**src/fix_pkg.sv**
```systemverilog
package fix_pkg;

  localparam int FIX_W = 32;
  localparam int FRAC_BITS = 16;

  // Signed Q16.16 word
  typedef logic signed [FIX_W-1:0] fix_t;

  typedef struct packed {
    fix_t x;
    fix_t y;
    fix_t z;
  } vec3_t;

  // Full product is taken first so no integer bits are lost before the shift
  function automatic fix_t fix_mul(
    input fix_t a,
    input fix_t b
  );
    logic signed [2*FIX_W-1:0] prod;
    prod = (2*FIX_W)'(a) * (2*FIX_W)'(b);
    prod = prod >>> FRAC_BITS; // Arithmetic shift rounds toward minus infinity
    return prod[FIX_W-1:0];
  endfunction

endpackage
```
**src/scene_pkg.sv**
```systemverilog
package scene_pkg;

  import fix_pkg::*;

  typedef enum logic {
    shape_sphere   = 1'b0,
    shape_cylinder = 1'b1
  } shape_e;

  typedef struct packed {
    vec3_t origin;
    vec3_t dir;
  } ray_t;

  // The axis is expected to be of unit length
  typedef struct packed {
    vec3_t  center;
    vec3_t  axis;
    shape_e shape;
  } obj_t;

  // Half-b form: a*t^2 + 2*bh*t + c = 0
  typedef struct packed {
    fix_t a;
    fix_t bh;
    fix_t c;
  } quad_coef_t;

  typedef struct packed {
    fix_t t;
    logic undef; // No non-negative root exists
  } hit_t;

  localparam fix_t DEF_SPHERE_RAD_SQ = fix_t'(1 << FRAC_BITS);
  localparam fix_t DEF_CYLINDER_RAD_SQ = fix_t'(1 << (FRAC_BITS - 2));

endpackage

```
**src/quadratic.sv**
```systemverilog
`timescale 1ns/1ps

module quadratic (
  input  logic                   aclk,
  input  logic                   rst,
  input  scene_pkg::quad_coef_t  coef,
  input  logic                   coef_valid,
  output logic                   coef_ready,
  output scene_pkg::hit_t        hit,
  output logic                   out_valid,
  input  logic                   out_ready
);

  import fix_pkg::*;

  typedef enum logic [2:0] {
    q_idle,
    q_disc,
    q_sqrt,
    q_div_near,
    q_div_far,
    q_done
  } q_state_e;

  localparam int SQRT_STEPS = 24;
  localparam int DIV_STEPS = 48;

  q_state_e state;
  logic [5:0] cnt;

  fix_t a_q;
  fix_t bh_q;
  fix_t c_q;
  fix_t disc;

  logic [47:0] sq_rad;
  logic [24:0] sq_rem;
  logic [23:0] root;
  logic [26:0] sq_try;
  logic [26:0] sq_trial;
  logic [26:0] sq_diff;
  logic [24:0] sq_rem_nx;
  logic [23:0] root_nx;

  logic [47:0] dq;
  logic [31:0] dv_rem;
  logic        neg_q;
  logic [32:0] dv_try;
  logic [32:0] dv_diff;
  logic [31:0] dv_rem_nx;
  logic [47:0] dq_nx;
  fix_t        q_mag;
  fix_t        t_res;

  logic signed [33:0] bh_ext;
  logic signed [33:0] num_near;
  logic signed [33:0] num_far;

  // Dividend magnitude in Q16.16 scaling, the sign is kept aside
  function automatic logic [47:0] num_mag(input logic signed [33:0] num);
    logic [33:0] mag;
    mag = num[33] ? -num : num;
    return {mag[31:0], {FRAC_BITS{1'b0}}};
  endfunction

  assign coef_ready = (state == q_idle);
  assign out_valid = (state == q_done);

  always_comb begin
    disc = fix_mul(bh_q, bh_q) - fix_mul(a_q, c_q);

    // One root bit per cycle, two radicand bits consumed
    sq_try = {sq_rem, sq_rad[47:46]};
    sq_trial = {1'b0, root, 2'b01};
    sq_diff = sq_try - sq_trial;
    if (sq_try >= sq_trial) begin
      sq_rem_nx = sq_diff[24:0];
      root_nx = {root[22:0], 1'b1};
    end else begin
      sq_rem_nx = sq_try[24:0];
      root_nx = {root[22:0], 1'b0};
    end

    // Quotient bits shift in where dividend bits shift out
    dv_try = {dv_rem, dq[47]};
    dv_diff = dv_try - {1'b0, a_q};
    if (dv_try >= {1'b0, a_q}) begin
      dv_rem_nx = dv_diff[31:0];
      dq_nx = {dq[46:0], 1'b1};
    end else begin
      dv_rem_nx = dv_try[31:0];
      dq_nx = {dq[46:0], 1'b0};
    end
    q_mag = dq_nx[31:0];
    t_res = neg_q ? -q_mag : q_mag;

    bh_ext = 34'(bh_q);
    num_near = -bh_ext - $signed({10'b0, root_nx}); // Only read on the last sqrt step
    num_far = -bh_ext + $signed({10'b0, root});
  end

  always_ff @(posedge aclk) begin
    if (rst) begin
      state <= q_idle;
      cnt <= '0;
      hit <= '0;
    end else begin
      case (state)
        q_idle: begin
          if (coef_valid) begin
            a_q <= coef.a;
            bh_q <= coef.bh;
            c_q <= coef.c;
            state <= q_disc;
          end
        end
        q_disc: begin
          if ((a_q <= 0) || (disc < 0)) begin
            hit.t <= '0;
            hit.undef <= 1'b1;
            state <= q_done;
          end else begin
            sq_rad <= {disc, {FRAC_BITS{1'b0}}};
            sq_rem <= '0;
            root <= '0;
            cnt <= 6'(SQRT_STEPS - 1);
            state <= q_sqrt;
          end
        end
        q_sqrt: begin
          sq_rad <= {sq_rad[45:0], 2'b00};
          sq_rem <= sq_rem_nx;
          root <= root_nx;
          cnt <= cnt - 1'b1;
          if (cnt == 0) begin
            dq <= num_mag(num_near);
            dv_rem <= '0;
            neg_q <= num_near[33];
            cnt <= 6'(DIV_STEPS - 1);
            state <= q_div_near;
          end
        end
        q_div_near, q_div_far: begin
          dq <= dq_nx;
          dv_rem <= dv_rem_nx;
          cnt <= cnt - 1'b1;
          if (cnt == 0) begin
            if (!t_res[31]) begin
              hit.t <= t_res;
              hit.undef <= 1'b0;
              state <= q_done;
            end else if (state == q_div_near) begin
              dq <= num_mag(num_far); // Near root is behind the origin
              dv_rem <= '0;
              neg_q <= num_far[33];
              cnt <= 6'(DIV_STEPS - 1);
              state <= q_div_far;
            end else begin
              hit.t <= '0;
              hit.undef <= 1'b1;
              state <= q_done;
            end
          end
        end
        q_done: begin
          if (out_ready) begin
            state <= q_idle;
          end
        end
        default: state <= q_idle;
      endcase
    end
  end

endmodule

```
**config.mk**
```make
export PLATFORM = sky130hd
export DESIGN_NAME = quadratic
export DESIGN_NICKNAME = d
export VERILOG_FILES = /design/src/fix_pkg.sv /design/src/scene_pkg.sv /design/src/quadratic.sv
export SDC_FILE = /design/constraint.sdc
export NUM_CORES = 2
export LEC_CHECK = 0
export ABC_AREA = 1
export BUFFER_PORTS_ARGS = -buffer_cell sky130_fd_sc_hd__buf_2
export CAP_MARGIN = 30
export CORE_MARGIN = 2
export CORE_UTILIZATION = 61
export CTS_CLUSTER_SIZE = 25
export DETAILED_ROUTE_END_ITERATION = 8
export GPL_TIMING_DRIVEN = 1
export PLACE_DENSITY = 0.78
export SYNTH_ARGS = -nofsm -noshare
export SYNTH_HDL_FRONTEND = slang
export SYNTH_SLANG_ARGS = --single-unit
```
**constraint.sdc**
```tcl
create_clock -name aclk -period 13.7 [get_ports aclk]
set_input_delay 1.37 -clock aclk [delete_from_list [all_inputs] [get_ports aclk]]
set_output_delay 1.37 -clock aclk [all_outputs]
set_load 0.005 [all_outputs]
```
==> run_results.csv <==
group,metric,value,unit
run_status,status,"completed",
logic_synthesis,ys.flop_type,"edfxtp_1",
final_layout,multi_input_area,58200,µm²
logic_synthesis,synth.distinct_cells,73,
timing,fin_tns_setup,0,ns
timing,setup_viol,0,
floorplanning,die_x,364,µm
clock_network,cts_tree,"built",
setup_path,cpMostUsedCell,"nand2_1",
timing,fin_hold_ws,0.479,ns
global_route,first_global_vias,67221,
timing,hold_viol,0,
placement,io_buffers,133,
timing,timing.fmax,0.0877,GHz
floorplanning,ioPinCount,135,
final_layout,instances_no_fill,11558,
hold_path,hold_depth,2,
placement,gp_congestion,1.05,
routing,vias_per_cell,5.53,
logic_synthesis,synth.yosys.seq_area_share,10.8,%
clock_network,cts_max_path_buffers,3,
setup_path,crit_slowest_cell,"edfxtp_1",
routing,finalWirelength,222000,µm
clock_network,cts_root_buf,"clkbuf_16",
global_route,grt_max_degree,74,
hold_path,worstHoldPathType,"reg2reg",
final_layout,fillerInstances,10667,
clock_network,ctsResizeCount,0,
routing,dr_total_vias,63900,
setup_path,reg2reg_depth,41,
global_route,grt_first_pass_wirelength,357000,µm
logic_synthesis,synth_top_area_share,40.8,%
timing,rsz0062_at_grt,"no",
logic_synthesis,synth.largest_area_cell,"fa_1",
clock_network,holdBufCountCts,0,
global_route,grt_use_total,34.8,%
placement,place_area,81200,µm²
clock_network,htreeDepth,2,
logic_synthesis,synth_commonest_cells,"2803 x inv_1, 2289 x nand2_1, 1612 x fa_1, 476 x ha_1, 436 x nor2_1",
floorplanning,num_rows,132,
logic_synthesis,yosysWarningCount,0,
final_layout,post-route-cell-area,82800,µm²
floorplanning,die-area,132000,µm²
final_layout,synthToLayoutAreaGrowth,4.82,%
routing,drt_iter0_drc,6154,
floorplanning,die_h,364,µm
setup_path,slowest_delay,0.81,ns
logic_synthesis,synth-edff-count,258,
clock_network,clock-sinks,299,
clock_network,insertion_delay,0.67,ns
routing,ant_nets,0,
routing,firstDrtPassIters,8,
flow_run,max_cap_violations,0,
routing,post-route-drc-count,0,
timing,timing.slew.headroom,28.7,%
timing,finClkSkew,0.0295,ns
final_layout,layout-drive-gt1-share,4.71,%
timing,drv_slew,0,
setup_path,path_depth,41,
final_layout,nets,11964,
timing,tightest_slew,1.07,ns
clock_network,cts_inserted_buffers,44,
logic_synthesis,syn_area,79000,µm²
placement,hpwl,179000,µm
setup_path,required,14.21,ns
global_route,grt_overflow,0,
clock_network,path_clk_slew,0.06,ns
timing,fin_crit_sh,83.3,%
setup_path,critical_path_buf_inv_count,7,
global_route,antenna_found_initial,7,
setup_path,cp-end-kind,"register",
logic_synthesis,synthArstFlopShare,0,%
routing,wl_per_cell,19.2,µm
setup_path,critPathTopFamily,"adder cells",
logic_synthesis,synth.most_common_cell,"inv_1",
clock_network,postCtsSetupRepairBufs,0,
logic_synthesis,syn_avg_cell_area,8.01,µm²
logic_synthesis,synthCells,9860,
setup_path,cp_max_fo,41,
setup_path,start_kind,"register",
final_layout,seq_area,8570,µm²
timing,period_needed,11.41,ns
setup_path,crit_type,"reg2reg",
floorplanning,start_util,61.2,%
placement,placedCellCount,11469,
logic_synthesis,ys_ff_latch,299,
setup_path,arrival,11.92,ns
floorplanning,coreArea,129000,µm²
logic_synthesis,synthTopCellsByArea,"fa_1 41%, inv_1 13%, nand2_1 11%",
layout make-up:
type	instances	area share, %
multi-input cells	6342	70.3
inverters	2847	12.9
flip-flops and latches	299	10.3
well taps	1742	2.63
repair buffers	242	1.98
clock buffers	49	1.43
clock inverters	33	0.411
diodes	4	0.0121
cells in the final DEF (no fill, tap or decap), drive strengths merged, types with 30 or more instances in the layout:
master  synthesis  routed
nand4          56      56
ha            476     476
nand3         253     253
fa           1612    1612
nor3           49      49
o21ai         245     245
a31oi          30      30
dfxtp          41      41
nor4           30      30
xor2          169     169
inv          2843    2849
a21oi         349     349
clkbuf        259      49
xnor2         100     100
nor2          457     457
nand2        2304    2304
buf           114     242
edfxtp        258     258
a211oi         34      34
cells by family after synthesis:
kind of cell | synth area share [%]
buffers and inverters | 15.5
AND/OR/NAND/NOR | 16.5
adder cells (fa/ha/maj) | 48.4
AO/OA/AOI/OAI | 5.59
flip-flops | 10.8
XOR/XNOR | 3.11
other | 0.00475
per-layer routing:
| metal | wire (µm) | global-route usage (%) |
|---|---|---|
| met1 | 82400 | 44.5 |
| met2 | 102000 | 55.8 |
| met3 | 24100 | 7.90 |
| met4 | 13000 | 17.6 |
| met5 | 54 | 0 |
path summary, 6_finish.rpt:
path	from	end	slack, ns
worst max register to register	bh_q[5]	hit[6]	2.29
worst max-delay path	bh_q[5]	hit[6]	2.29
worst min-delay path	hit[0]	hit[0]	0.48
worst min register to register	hit[0]	hit[0]	0.48
per-stage QoR:
stage	setup slack, ns	util, %
after global routing	1.51	64.2
final	2.29	64.2
after CTS	2.43	64.1
after floorplan	0.911	-
after detailed placement	2.49	62.9
after global placement	2.54	62.8
tightest hold or removal path: cells and delay by family, from the launching register on:
kind	cells	cell delay [ns]
flops	1	0.32
simple gates	1	0.06
compound gates	1	0.05
registers in the layout, indices dropped and copies added (netlist names), 25 cells and up:
| register | cells |
|---|---|
| dq | 48 |
| bh_q | 32 |
| hit | 32 |
| dv_rem | 32 |
| a_q | 32 |
| sq_rad | 32 |
| sq_rem | 25 |
| c_q | 32 |
Power is left out: the tool's default activity adds up to more than one toggle a clock period on the data nets, which glitch-free logic cannot reach.
